===== src/logic/opmux_config.svh =====
// ================================================
// Widths and constants of the operand decoder.
// Data words are 32 bits and instruction words 16.
// The widths here set the package types, so change
// them together with the decoder rules.
// ================================================

`ifndef OPMUX_CONFIG_SVH
`define OPMUX_CONFIG_SVH

// Word widths.
`define OPMUX_DATA_W      32
`define OPMUX_WORD_W      16

// Bit-field and address widths.
`define OPMUX_BF_WIDTH_W  6
`define OPMUX_BITPOS_W    5
`define OPMUX_MAIN_OFS_W  6

// A coded zero width selects the full field.
`define OPMUX_FULL_FIELD  32
// A quick field of zero stands for eight.
`define OPMUX_QUICK_EIGHT 8

`endif


===== src/logic/opmux_pkg.sv =====
// ================================================
// Shared types of the operand decoder.
// Vector widths follow the config header.
// Only six operation classes are decoded.
// ================================================

`include "opmux_config.svh"

package opmux_pkg;

    // Plain vectors with a meaning.
    typedef logic [`OPMUX_DATA_W-1:0]     data_t;
    typedef logic [`OPMUX_WORD_W-1:0]     word_t;
    typedef logic [`OPMUX_BF_WIDTH_W-1:0] bf_width_t;
    typedef logic [`OPMUX_BITPOS_W-1:0]   bitpos_t;
    typedef logic [`OPMUX_MAIN_OFS_W-1:0] main_ofs_t;
    // Mode zero is data register direct.
    typedef logic [2:0]                   adr_mode_t;

    // Reduced operation classes.
    typedef enum logic [2:0] {
        OP_QUICK     = 3'd0,
        OP_MOVEQ     = 3'd1,
        OP_IMM_ALU   = 3'd2,
        OP_BIT       = 3'd3,
        OP_BIT_FIELD = 3'd4,
        OP_OTHER     = 3'd5
    } op_class_t;

    // Operand size, as in the 68k size field.
    typedef enum logic [1:0] {
        SIZE_BYTE = 2'd0,
        SIZE_WORD = 2'd1,
        SIZE_LONG = 2'd2
    } op_size_t;

    // Input side handshake.
    typedef enum logic [1:0] {
        CAP_IDLE         = 2'd0,
        CAP_WAIT_RELEASE = 2'd1
    } capture_state_t;

    // Output side handshake.
    typedef enum logic [1:0] {
        SEND_IDLE         = 2'd0,
        SEND_WAIT_ACK     = 2'd1,
        SEND_WAIT_RELEASE = 2'd2
    } send_state_t;

endpackage


===== src/logic/operand_capture.sv =====
// ================================================
// Four-phase slave on the input side.
// The context is stored only at the accepting edge.
// A request waits while the output side is busy.
// The host holds in_req low until in_ack drops.
// ================================================

`timescale 1ns/1ps
`include "opmux_config.svh"

module operand_capture (
    input  logic                 CLK,
    input  logic                 reset,
    input  logic                 in_req,
    output logic                 in_ack,
    input  logic                 busy,
    input  opmux_pkg::op_class_t op_class_in,
    input  opmux_pkg::op_size_t  op_size_in,
    input  opmux_pkg::word_t     biw_0_in,
    input  opmux_pkg::word_t     biw_1_in,
    input  opmux_pkg::word_t     biw_2_in,
    input  opmux_pkg::data_t     dr_value_in,
    input  opmux_pkg::adr_mode_t adr_mode_in,
    input  opmux_pkg::main_ofs_t adr_offset_main_in,
    output logic                 load,
    output opmux_pkg::op_class_t op_class,
    output opmux_pkg::op_size_t  op_size,
    output opmux_pkg::word_t     biw_0,
    output opmux_pkg::word_t     biw_1,
    output opmux_pkg::word_t     biw_2,
    output opmux_pkg::data_t     dr_value,
    output opmux_pkg::adr_mode_t adr_mode,
    output opmux_pkg::main_ofs_t adr_offset_main
);
    import opmux_pkg::*;

    capture_state_t state;
    logic           accept;

    // Accept only when idle and the sender is free.
    assign accept = (state == CAP_IDLE) && in_req && !busy;

    // ================================================
    // Handshake FSM.
    // ================================================
    always_ff @(posedge CLK) begin
        if (reset) begin
            state  <= CAP_IDLE;
            in_ack <= 1'b0;
            load   <= 1'b0;
        end else begin
            // Load is a single cycle pulse.
            load <= accept;
            case (state)
                CAP_IDLE: begin
                    if (accept) begin
                        in_ack <= 1'b1;
                        state  <= CAP_WAIT_RELEASE;
                    end
                end
                CAP_WAIT_RELEASE: begin
                    // Release once the host drops its request.
                    if (!in_req) begin
                        in_ack <= 1'b0;
                        state  <= CAP_IDLE;
                    end
                end
                default: state <= CAP_IDLE;
            endcase
        end
    end

    // Held context, stable until the next accept.
    always_ff @(posedge CLK) begin
        if (accept) begin
            op_class        <= op_class_in;
            op_size         <= op_size_in;
            biw_0           <= biw_0_in;
            biw_1           <= biw_1_in;
            biw_2           <= biw_2_in;
            dr_value        <= dr_value_in;
            adr_mode        <= adr_mode_in;
            adr_offset_main <= adr_offset_main_in;
        end
    end

endmodule


===== src/logic/immediate_decode.sv =====
// ================================================
// Immediate operand decoder, combinational.
// Only quick, MOVEQ and sized ALU immediates are
// formed. All other classes yield zero.
// Values are zero-extended, never sign-extended.
// ================================================

`timescale 1ns/1ps
`include "opmux_config.svh"

module immediate_decode (
    input  opmux_pkg::op_class_t op_class,
    input  opmux_pkg::op_size_t  op_size,
    input  opmux_pkg::word_t     biw_0,
    input  opmux_pkg::word_t     biw_1,
    input  opmux_pkg::word_t     biw_2,
    output opmux_pkg::data_t     data_immediate
);
    import opmux_pkg::*;

    // Quick field of ADDQ and SUBQ.
    logic [2:0] quick_field;
    // Sized immediate from the extension words.
    data_t      sized_imm;

    assign quick_field = biw_0[11:9];

    // ================================================
    // Sized immediate.
    // ================================================
    always_comb begin
        case (op_size)
            // Long spans both extension words, high word first.
            SIZE_LONG: sized_imm = {biw_1, biw_2};
            SIZE_WORD: sized_imm = data_t'(biw_1);
            // Byte sits in the low half of the first extension.
            default:   sized_imm = data_t'(biw_1[7:0]);
        endcase
    end

    // ================================================
    // Class select.
    // ================================================
    always_comb begin
        case (op_class)
            OP_QUICK: begin
                // Coded zero means eight.
                if (quick_field == 3'd0)
                    data_immediate = data_t'(`OPMUX_QUICK_EIGHT);
                else
                    data_immediate = data_t'(quick_field);
            end
            OP_MOVEQ:   data_immediate = data_t'(biw_0[7:0]);
            OP_IMM_ALU: data_immediate = sized_imm;
            default:    data_immediate = '0;
        endcase
    end

endmodule


===== src/logic/bit_field_decode.sv =====
// ================================================
// Bit-field and bit position decoder, combinational.
// Memory modes limit the bit position to 0..7.
// The byte offset treats the field offset as signed
// and the main offset as unsigned.
// ================================================

`timescale 1ns/1ps
`include "opmux_config.svh"

module bit_field_decode (
    input  opmux_pkg::op_class_t op_class,
    input  opmux_pkg::word_t     biw_0,
    input  opmux_pkg::word_t     biw_1,
    input  opmux_pkg::data_t     dr_value,
    input  opmux_pkg::adr_mode_t adr_mode,
    input  opmux_pkg::main_ofs_t adr_offset_main,
    output opmux_pkg::data_t     bf_offset,
    output opmux_pkg::bf_width_t bf_width,
    output opmux_pkg::bitpos_t   bitpos,
    output opmux_pkg::data_t     adr_offset
);
    import opmux_pkg::*;

    logic [4:0] width_code;
    data_t      bitpos_src;
    data_t      byte_ofs;

    // ================================================
    // Field offset and width.
    // ================================================

    // Bit 11 of the extension picks Dn as the offset.
    assign bf_offset = biw_1[11] ? dr_value : data_t'(biw_1[10:6]);

    // Bit 5 of the extension picks Dn as the width.
    assign width_code = biw_1[5] ? dr_value[4:0] : biw_1[4:0];

    // A zero width code means a full 32-bit field.
    assign bf_width = (width_code == 5'd0) ? bf_width_t'(`OPMUX_FULL_FIELD)
                                           : bf_width_t'(width_code);

    // ================================================
    // Bit position.
    // ================================================
    always_comb begin
        if (op_class == OP_BIT) begin
            // Dynamic form takes Dn, static form the extension.
            bitpos_src = biw_0[8] ? dr_value : data_t'(biw_1);
        end else begin
            // Bit-field ops use the field offset source.
            bitpos_src = bf_offset;
        end
    end

    // Register direct uses five bits, memory only three.
    assign bitpos = (adr_mode == '0) ? bitpos_src[`OPMUX_BITPOS_W-1:0]
                                     : bitpos_t'(bitpos_src[2:0]);

    // ================================================
    // Address offset.
    // ================================================

    // Signed bit offset to a byte offset.
    assign byte_ofs = data_t'($signed(bf_offset) >>> 3);

    always_comb begin
        if (op_class == OP_BIT_FIELD)
            adr_offset = byte_ofs + data_t'(adr_offset_main);
        else
            adr_offset = data_t'(adr_offset_main);
    end

endmodule


===== src/logic/result_sender.sv =====
// ================================================
// Four-phase master on the output side.
// Results are registered at the end of the load
// cycle and held until the next load.
// Only one transaction is in flight at a time.
// ================================================

`timescale 1ns/1ps
`include "opmux_config.svh"

module result_sender (
    input  logic                 CLK,
    input  logic                 reset,
    input  logic                 load,
    output logic                 busy,
    input  opmux_pkg::data_t     data_immediate_in,
    input  opmux_pkg::data_t     bf_offset_in,
    input  opmux_pkg::data_t     adr_offset_in,
    input  opmux_pkg::bf_width_t bf_width_in,
    input  opmux_pkg::bitpos_t   bitpos_in,
    output logic                 out_req,
    input  logic                 out_ack,
    output opmux_pkg::data_t     data_immediate,
    output opmux_pkg::data_t     bf_offset,
    output opmux_pkg::bf_width_t bf_width,
    output opmux_pkg::bitpos_t   bitpos,
    output opmux_pkg::data_t     adr_offset
);
    import opmux_pkg::*;

    send_state_t state;

    // Busy also covers the load cycle itself.
    assign busy = (state != SEND_IDLE) || load;

    // ================================================
    // Handshake FSM.
    // ================================================
    always_ff @(posedge CLK) begin
        if (reset) begin
            state   <= SEND_IDLE;
            out_req <= 1'b0;
        end else begin
            case (state)
                SEND_IDLE: begin
                    if (load) begin
                        out_req <= 1'b1;
                        state   <= SEND_WAIT_ACK;
                    end
                end
                SEND_WAIT_ACK: begin
                    if (out_ack) begin
                        out_req <= 1'b0;
                        state   <= SEND_WAIT_RELEASE;
                    end
                end
                SEND_WAIT_RELEASE: begin
                    // Consumer must drop its ack first.
                    if (!out_ack)
                        state <= SEND_IDLE;
                end
                default: state <= SEND_IDLE;
            endcase
        end
    end

    // Result registers.
    always_ff @(posedge CLK) begin
        if (load) begin
            data_immediate <= data_immediate_in;
            bf_offset      <= bf_offset_in;
            bf_width       <= bf_width_in;
            bitpos         <= bitpos_in;
            adr_offset     <= adr_offset_in;
        end
    end

endmodule


===== src/logic/operand_mux_top.sv =====
// ================================================
// Bit-field and immediate operand decoder, top.
// Request to result latency is one cycle from the
// accepting edge. The consumer may stall out_ack.
// ================================================

`timescale 1ns/1ps

module operand_mux_top (
    input  logic                 CLK,
    input  logic                 reset,
    // Input side.
    input  logic                 in_req,
    output logic                 in_ack,
    input  opmux_pkg::op_class_t op_class,
    input  opmux_pkg::op_size_t  op_size,
    input  opmux_pkg::word_t     biw_0,
    input  opmux_pkg::word_t     biw_1,
    input  opmux_pkg::word_t     biw_2,
    input  opmux_pkg::data_t     dr_value,
    input  opmux_pkg::adr_mode_t adr_mode,
    input  opmux_pkg::main_ofs_t adr_offset_main,
    // Output side.
    output logic                 out_req,
    input  logic                 out_ack,
    output opmux_pkg::data_t     data_immediate,
    output opmux_pkg::data_t     bf_offset,
    output opmux_pkg::bf_width_t bf_width,
    output opmux_pkg::bitpos_t   bitpos,
    output opmux_pkg::data_t     adr_offset
);
    import opmux_pkg::*;

    // Handshake between the two sides.
    logic      load;
    logic      busy;

    // Held context.
    op_class_t cap_op_class;
    op_size_t  cap_op_size;
    word_t     cap_biw_0;
    word_t     cap_biw_1;
    word_t     cap_biw_2;
    data_t     cap_dr_value;
    adr_mode_t cap_adr_mode;
    main_ofs_t cap_adr_offset_main;

    // Decoded results, before the output registers.
    data_t     dec_immediate;
    data_t     dec_bf_offset;
    bf_width_t dec_bf_width;
    bitpos_t   dec_bitpos;
    data_t     dec_adr_offset;

    operand_capture u_capture (
        .CLK(CLK), .reset(reset), .in_req(in_req), .in_ack(in_ack), .busy(busy),
        .op_class_in(op_class), .op_size_in(op_size), .biw_0_in(biw_0),
        .biw_1_in(biw_1), .biw_2_in(biw_2), .dr_value_in(dr_value),
        .adr_mode_in(adr_mode), .adr_offset_main_in(adr_offset_main), .load(load),
        .op_class(cap_op_class), .op_size(cap_op_size), .biw_0(cap_biw_0),
        .biw_1(cap_biw_1), .biw_2(cap_biw_2), .dr_value(cap_dr_value),
        .adr_mode(cap_adr_mode), .adr_offset_main(cap_adr_offset_main)
    );

    immediate_decode u_immediate (
        .op_class(cap_op_class), .op_size(cap_op_size), .biw_0(cap_biw_0),
        .biw_1(cap_biw_1), .biw_2(cap_biw_2), .data_immediate(dec_immediate)
    );

    bit_field_decode u_bit_field (
        .op_class(cap_op_class), .biw_0(cap_biw_0), .biw_1(cap_biw_1),
        .dr_value(cap_dr_value), .adr_mode(cap_adr_mode),
        .adr_offset_main(cap_adr_offset_main), .bf_offset(dec_bf_offset),
        .bf_width(dec_bf_width), .bitpos(dec_bitpos), .adr_offset(dec_adr_offset)
    );

    result_sender u_sender (
        .CLK(CLK), .reset(reset), .load(load), .busy(busy),
        .data_immediate_in(dec_immediate), .bf_offset_in(dec_bf_offset),
        .adr_offset_in(dec_adr_offset), .bf_width_in(dec_bf_width),
        .bitpos_in(dec_bitpos), .out_req(out_req), .out_ack(out_ack),
        .data_immediate(data_immediate), .bf_offset(bf_offset),
        .bf_width(bf_width), .bitpos(bitpos), .adr_offset(adr_offset)
    );

endmodule


===== config.mk =====
export PLATFORM = sky130hd
export DESIGN_NAME = operand_mux_top
export DESIGN_NICKNAME = d
export VERILOG_FILES = /design/src/logic/opmux_pkg.sv /design/src/logic/operand_capture.sv /design/src/logic/immediate_decode.sv /design/src/logic/bit_field_decode.sv /design/src/logic/result_sender.sv /design/src/logic/operand_mux_top.sv
export VERILOG_INCLUDE_DIRS = /design/src /design/src/logic
export SDC_FILE = /design/constraint.sdc
export NUM_CORES = 1
export LEC_CHECK = 0
export ABC_AREA = 1
export BUFFER_PORTS_ARGS = -buffer_cell sky130_fd_sc_hd__buf_2
export CORE_MARGIN = 3
export CORE_UTILIZATION = 40
export DETAILED_ROUTE_END_ITERATION = 8
export GPL_TIMING_DRIVEN = 0
export SYNTH_ARGS = -nofsm -noshare
export SYNTH_HDL_FRONTEND = slang
export SYNTH_SLANG_ARGS = --single-unit

===== constraint.sdc =====
create_clock -name CLK -period 21.4 [get_ports CLK]
set_input_delay 1.07 -clock CLK [delete_from_list [all_inputs] [get_ports CLK]]
set_output_delay 1.07 -clock CLK [all_outputs]
set_load 0.1 [all_outputs]

; ---- After elaboration in Yosys (flattened, before gate mapping)
; Index checks and enable logic that the tools add are counted.
[op_classes]
n_shift = 0
n_reduce_logical = 17
multipliers = 0
n_lt_le_gt_ge = 0
n_addsub = 1
eq_ne = 14
bitwise = 0
n_mux = 22
n_div = 0
[ops]
columns = op, count
row1 = one-hot mux 32 bit (3 select lines), 1
row2 = one-hot mux 32 bit (2 select lines), 1
row3 = two-way mux 32 bit, 1
row4 = adder 29 x 7 -> 30 bit, 1
row5 = two-way mux 5 bit, 3
row6 = two-way mux 6 bit, 2
row7 = two-way mux 2 bit, 5
row8 = logical NOT 3 bit, 3
row9 = AND reduction 3 bit, 3
row10 = != test 2 bit (second input constant), 4
row11 = equality test 2 x 1 -> 1 bit (second input constant), 3
row12 = equality test 3 x 2 -> 1 bit (second input constant), 2
row13 = one-hot mux 2 bit (3 select lines), 1
row14 = nonzero test 2 bit, 3
row15 = logical NOT 5 bit, 1
row16 = equality test 2 bit (second input constant), 2
row17 = logical NOT 2 bit, 2
row18 = two-way mux 1 bit, 4
row19 = two-way mux 4 bit, 1
row20 = one-hot mux 1 bit (2 select lines), 2
row21 = one-hot mux 2 bit (2 select lines), 1
row22 = equality test 3 x 1 -> 1 bit (second input constant), 1
row23 = equality test 3 bit (second input constant), 1
row24 = logical AND 1 bit, 2
row25 = other kinds (4), 4
[totals]
latchBits = 0
rom_bits = 0
mem_bits_rw = 0
memories = 0
register_bits = 202

; ---- Longest topological paths before layout
[logic_depth]
ltp_word = 6
mapped_depth = 16
ltp_nobuf = 14

; ---- Cells and area by module
; Synthesis repeated with hierarchy kept, for this count alone.
[hier_totals]
hier_cells = 757
area_unflattened_um2 = 8614.5
[modules_own_cells]
columns = module, cells_each, instances, area_per_inst_um2
row1 = result_sender, 123, 1, 3333.2
row2 = operand_capture, 104, 1, 2896.5
row3 = bit_field_decode, 386, 1, 1764.2
row4 = immediate_decode, 144, 1, 620.6

; ---- Worst setup path after synthesis
; OpenSTA, ideal clock, no wires.
[synth_timing]
path_kind = register to register
start = reg u_capture.load
end = reg u_capture.in_ack
setup_slack_ns = 9.947
t_required_ns = 21.306
n_path_buf = 0
period_less_slack_ns = 11.453
arrival_ns = 11.359
stages_incl_launch_ff = 4
path_cell_list = dfxtp_1 -> nor4_1 -> inv_1 -> a21oi_1
[synth_via]
elab_chain_cells = 5
[synth_lines]
columns = item, line
row1 = "start, declared", operand_capture.sv:25  ; output logic load,
row2 = "start signal, assigned", operand_capture.sv:53  ; load <= accept;
row3 = logical OR 1 bit, result_sender.sv:34  ; assign busy = (state != SEND_IDLE) || load;
row4 = logical NOT 1 bit, operand_capture.sv:41  ; assign accept = (state == CAP_IDLE) && in_req && !busy;
row5 = logical AND 1 bit, operand_capture.sv:41
row6 = named net u_capture.accept, operand_capture.sv:38  ; logic accept;
row7 = != test 2 x 1 -> 1 bit (no source line), n/a
row8 = AND reduction 3 bit (no source line), n/a
row9 = "end signal, assigned", operand_capture.sv:49  ; in_ack <= 1'b0;
row10 = "end signal, assigned", operand_capture.sv:57  ; in_ack <= 1'b1;
row11 = "end signal, assigned", operand_capture.sv:64  ; in_ack <= 1'b0;
row12 = "end, declared", operand_capture.sv:15  ; output logic in_ack,
; The timed path passes the listed nets, and every way through them passes these cells.
; A chain may end at the register's enable or synchronous reset.

; ---- Worst setup path after layout
[layout_timing]
start = reg u_capture.biw_1[11]
end = reg u_sender.adr_offset[20], data pin
[layout_via]
elab_chain_cells = 2
[layout_lines]
columns = item, line
row1 = "start, declared", operand_capture.sv:29  ; output opmux_pkg::word_t biw_1,
row2 = "start signal, assigned", operand_capture.sv:79  ; biw_1 <= biw_1_in;
row3 = two-way mux 32 bit, bit_field_decode.sv:34  ; assign bf_offset = biw_1[11] ? dr_value : data_t'(biw_1[10:6]);
row4 = named net dec_bf_offset[3], operand_mux_top.sv:50  ; data_t dec_bf_offset;
row5 = adder 29 x 7 -> 30 bit, bit_field_decode.sv:69  ; adr_offset = byte_ofs + data_t'(adr_offset_main);
row6 = "end signal, assigned", result_sender.sv:74  ; adr_offset <= adr_offset_in;
row7 = "end, declared", result_sender.sv:27  ; output opmux_pkg::data_t adr_offset
; The timed path passes the listed nets, and every way through them passes these cells.

==> flow_metrics.py <==
metrics = {
    "critical_path": {
        "crit_chain": "buf_4, buf_2, o21ai_0, ha_1, inv_1, fa_1, inv_1, nand3_1, nand3_1, nand2_1, nand2_1, nand2_1, nor2_1, nor2_1, nor2_1",
        "crit_required_ns": 21.67,
        "crit_arrival_ns": 3.37,
        "crit_buf_inv": 4,
        "worstSetupEndpointType": "flip-flop",
        "crit_family": "simple AND/OR/NAND/NOR gates",
        "slowest_delay_ns": 0.42,
        "critPathKind": "reg -> reg",
        "crit_fanout": 10,
        "crit_slowest_cell": "o21ai_0",
        "start_kind": "flip-flop",
    },
    "power_and_ir_drop": {
        "power_density_nw_per_um2": 93.6,
        "vdd_drop_max_uv": 55.7,
        "power.leakage_nw": 4.27,
    },
    "run": {
        "drv_cap": 0,
    },
    "layout": {
        "num_antenna_cells": 0,
        "final_util_pct": 51.9,
        "num-fill-cells": 1825,
        "final_nets": 1042,
        "multiInputGateArea_um2": 1920,
        "layout-drive-gt1-share_pct": 29.4,
        "seq_area_um2": 5960,
        "synthToLayoutAreaGrowth_pct": 25.0,
        "final_cells": 1213,
    },
    "logic_synthesis": {
        "synthTopCellsByArea": "edfxtp_1 71%, nand2_1 7.9%, inv_1 3.5%",
        "synth_async_sr_flop_share_pct": 0,
        "synth_area_per_cell_um2": 11.8,
        "syn_inst": 701,
        "synth_edf_count": 195,
        "ys_seq_area_share_pct": 72.0,
        "ys_top_cells_by_count": "195 x edfxtp_1, 174 x nand2_1, 78 x inv_1",
        "synth_top_area_share_pct": 70.8,
        "synth.most_common_cell": "edfxtp_1",
        "synth_flop_cell": "edfxtp_1",
        "synth_cell_types": 36,
        "syn_nets": 808,
        "yosysTopAreaCell": "edfxtp_1",
        "netlist_area_um2": 8270,
        "yosysWarnings": 0,
        "ys_seq_elements": 200,
    },
    "route": {
        "top_layer": "met5",
        "dr_wl_met2_mm": 9.35,
        "drc": 0,
        "vias_per_cell": 4.64,
        "wl_met3_mm": 1.52,
        "wire_per_inst_um": 16.1,
        "routed_wl_mm": 19.5,
        "drt_pass1_iterations": 5,
        "antenna_left": 0,
        "vias": 5631,
        "routedLengthMet1_mm": 8.19,
        "drt_iter0_drc": 280,
    },
    "die": {
        "die_height_um": 150,
        "rows": 51,
        "core-area_um2": 19900,
        "pin_count": 207,
        "dieArea_um2": 22400,
        "die_w_um": 150,
        "start_util_pct": 41.5,
    },
    "global_routing": {
        "grt_pass1_vias": 5588,
        "grt_overflow": 0,
        "grt_antenna_before_repair": 2,
        "grt_max_degree": 58,
        "grt_pass1_wl_mm": 30.0,
        "grt_usage_pct": 17.8,
    },
    "place": {
        "dpl.cell_count": 1181,
        "post-place-ws_ns": 18.23,
        "portBuffers": 202,
        "dp_hpwl_mm": 15.0,
        "gp_congestion": 0.897,
    },
    "timing": {
        "timing.hold.ws_ns": 0.470,
        "max_slew_margin_pct": 50.9,
        "final.setup.tns_ns": 0,
        "hold_viol_final": 0,
        "rsz0062_at_grt": "false",
        "fin_crit_sh_pct": 14.5,
        "tightest_slew_ns": 0.732,
        "drv_slew": 0,
        "fin_ws_ns": 18.30,
        "skew_ns": 0.0129,
        "setup_violations": 0,
        "fmax_mhz": 322,
        "period_needed_ns": 3.10,
    },
    "clocking": {
        "ctsHoldBuffers": 0,
        "cts_repair_resize_count": 0,
        "clk_path_buf_depth": 2,
        "cts_setup_buffers": 0,
        "clkTransAtPathRegs_ns": 0.08,
        "cts_buffers": 17,
        "cts_tree": "built",
        "clock-sinks": 200,
        "cts-root-buf": "clkbuf_16",
        "htree_levels": 4,
        "insertion_delay_ns": 0.43,
    },
    "min_path": {
        "hold_class": "reg -> reg",
    },
    "run_status": {
        "status": "completed",
    },
}
[sequential cells by signal, summed over array words and instances, names as in the netlist]
name and flops:
u_sender.bf_width 6, u_capture.op_class 3, u_capture.biw_0 12, u_capture.adr_offset_main 6
u_capture.dr_value 32, u_capture.biw_1 16, u_sender.out_req 1, u_capture.in_ack 1
u_capture.load 1, u_sender.state 2, u_capture.adr_mode 3, u_capture.op_size 2
u_capture.biw_2 16, u_sender.adr_offset 30, u_sender.bitpos 5, u_sender.bf_offset 32
u_sender.data_immediate 32
[through the flow]
stage / cell area (um2) / total power, mW
after floorplan: 8270 / 0.620
after global placement: 9610 / 0.667
after detailed placement: 9740 / 0.659
after CTS: 10300 / 0.975
after global routing: 10300 / 1.01
final: 10300 / 0.967
[power breakdown]
part / switching (mW) / internal (mW)
registers: 0.0151 / 0.464
clock network: 0.160 / 0.158
logic: 0.136 / 0.0336
[path summary, 6_finish.rpt]
check | depth (start not counted) | startpoint | slack, ns | endpoint
min reg2reg | 1 | u_sender.state[1] | 0.47 | u_sender.state[1]
max | 15 | u_capture.biw_1[11] | 18.30 | u_sender.adr_offset[20]
max reg2reg | 15 | u_capture.biw_1[11] | 18.30 | u_sender.adr_offset[20]
min | 1 | u_sender.state[1] | 0.47 | u_sender.state[1]
[per-layer routing]
metal | global-route usage, % | vias up
li1 | - | 2865
met1 | 22.7 | 2525
met2 | 29.4 | 206
met3 | 4.75 | 31
met4 | 6.50 | 4
met5 | 0 | -
[cell families after synthesis]
family / share of synthesized area [%]
AO/OA/AOI/OAI: 4.92
XOR/XNOR: 0.318
adder cells (fa/ha/maj): 1.45
buffers and inverters: 4.84
flip-flops: 72.0
AND/OR/NAND/NOR: 16.4
[cells in the final DEF, fill, tap and decap left out, types with 12 or more instances in the layout]
master and n:
buf_2 207, edfxtp_1 195, nand2_1 174, inv_1 78, nor2_1 67, nand3_1 50
o21ai_0 28, a21oi_1 24, clkbuf_16 17, buf_4 16, nor3_1 12
[area by class of cell]
class	count	area share, %
Buffer	16	0.932
Clock buffer	17	4.12
Clock inverter	15	1.66
Inverter	81	2.94
Multi-Input combinational cell	404	18.5
Sequential cell	200	57.7
Tap cell	265	3.21
Timing Repair Buffer	215	10.9
(Power assumes the default switching activity.)
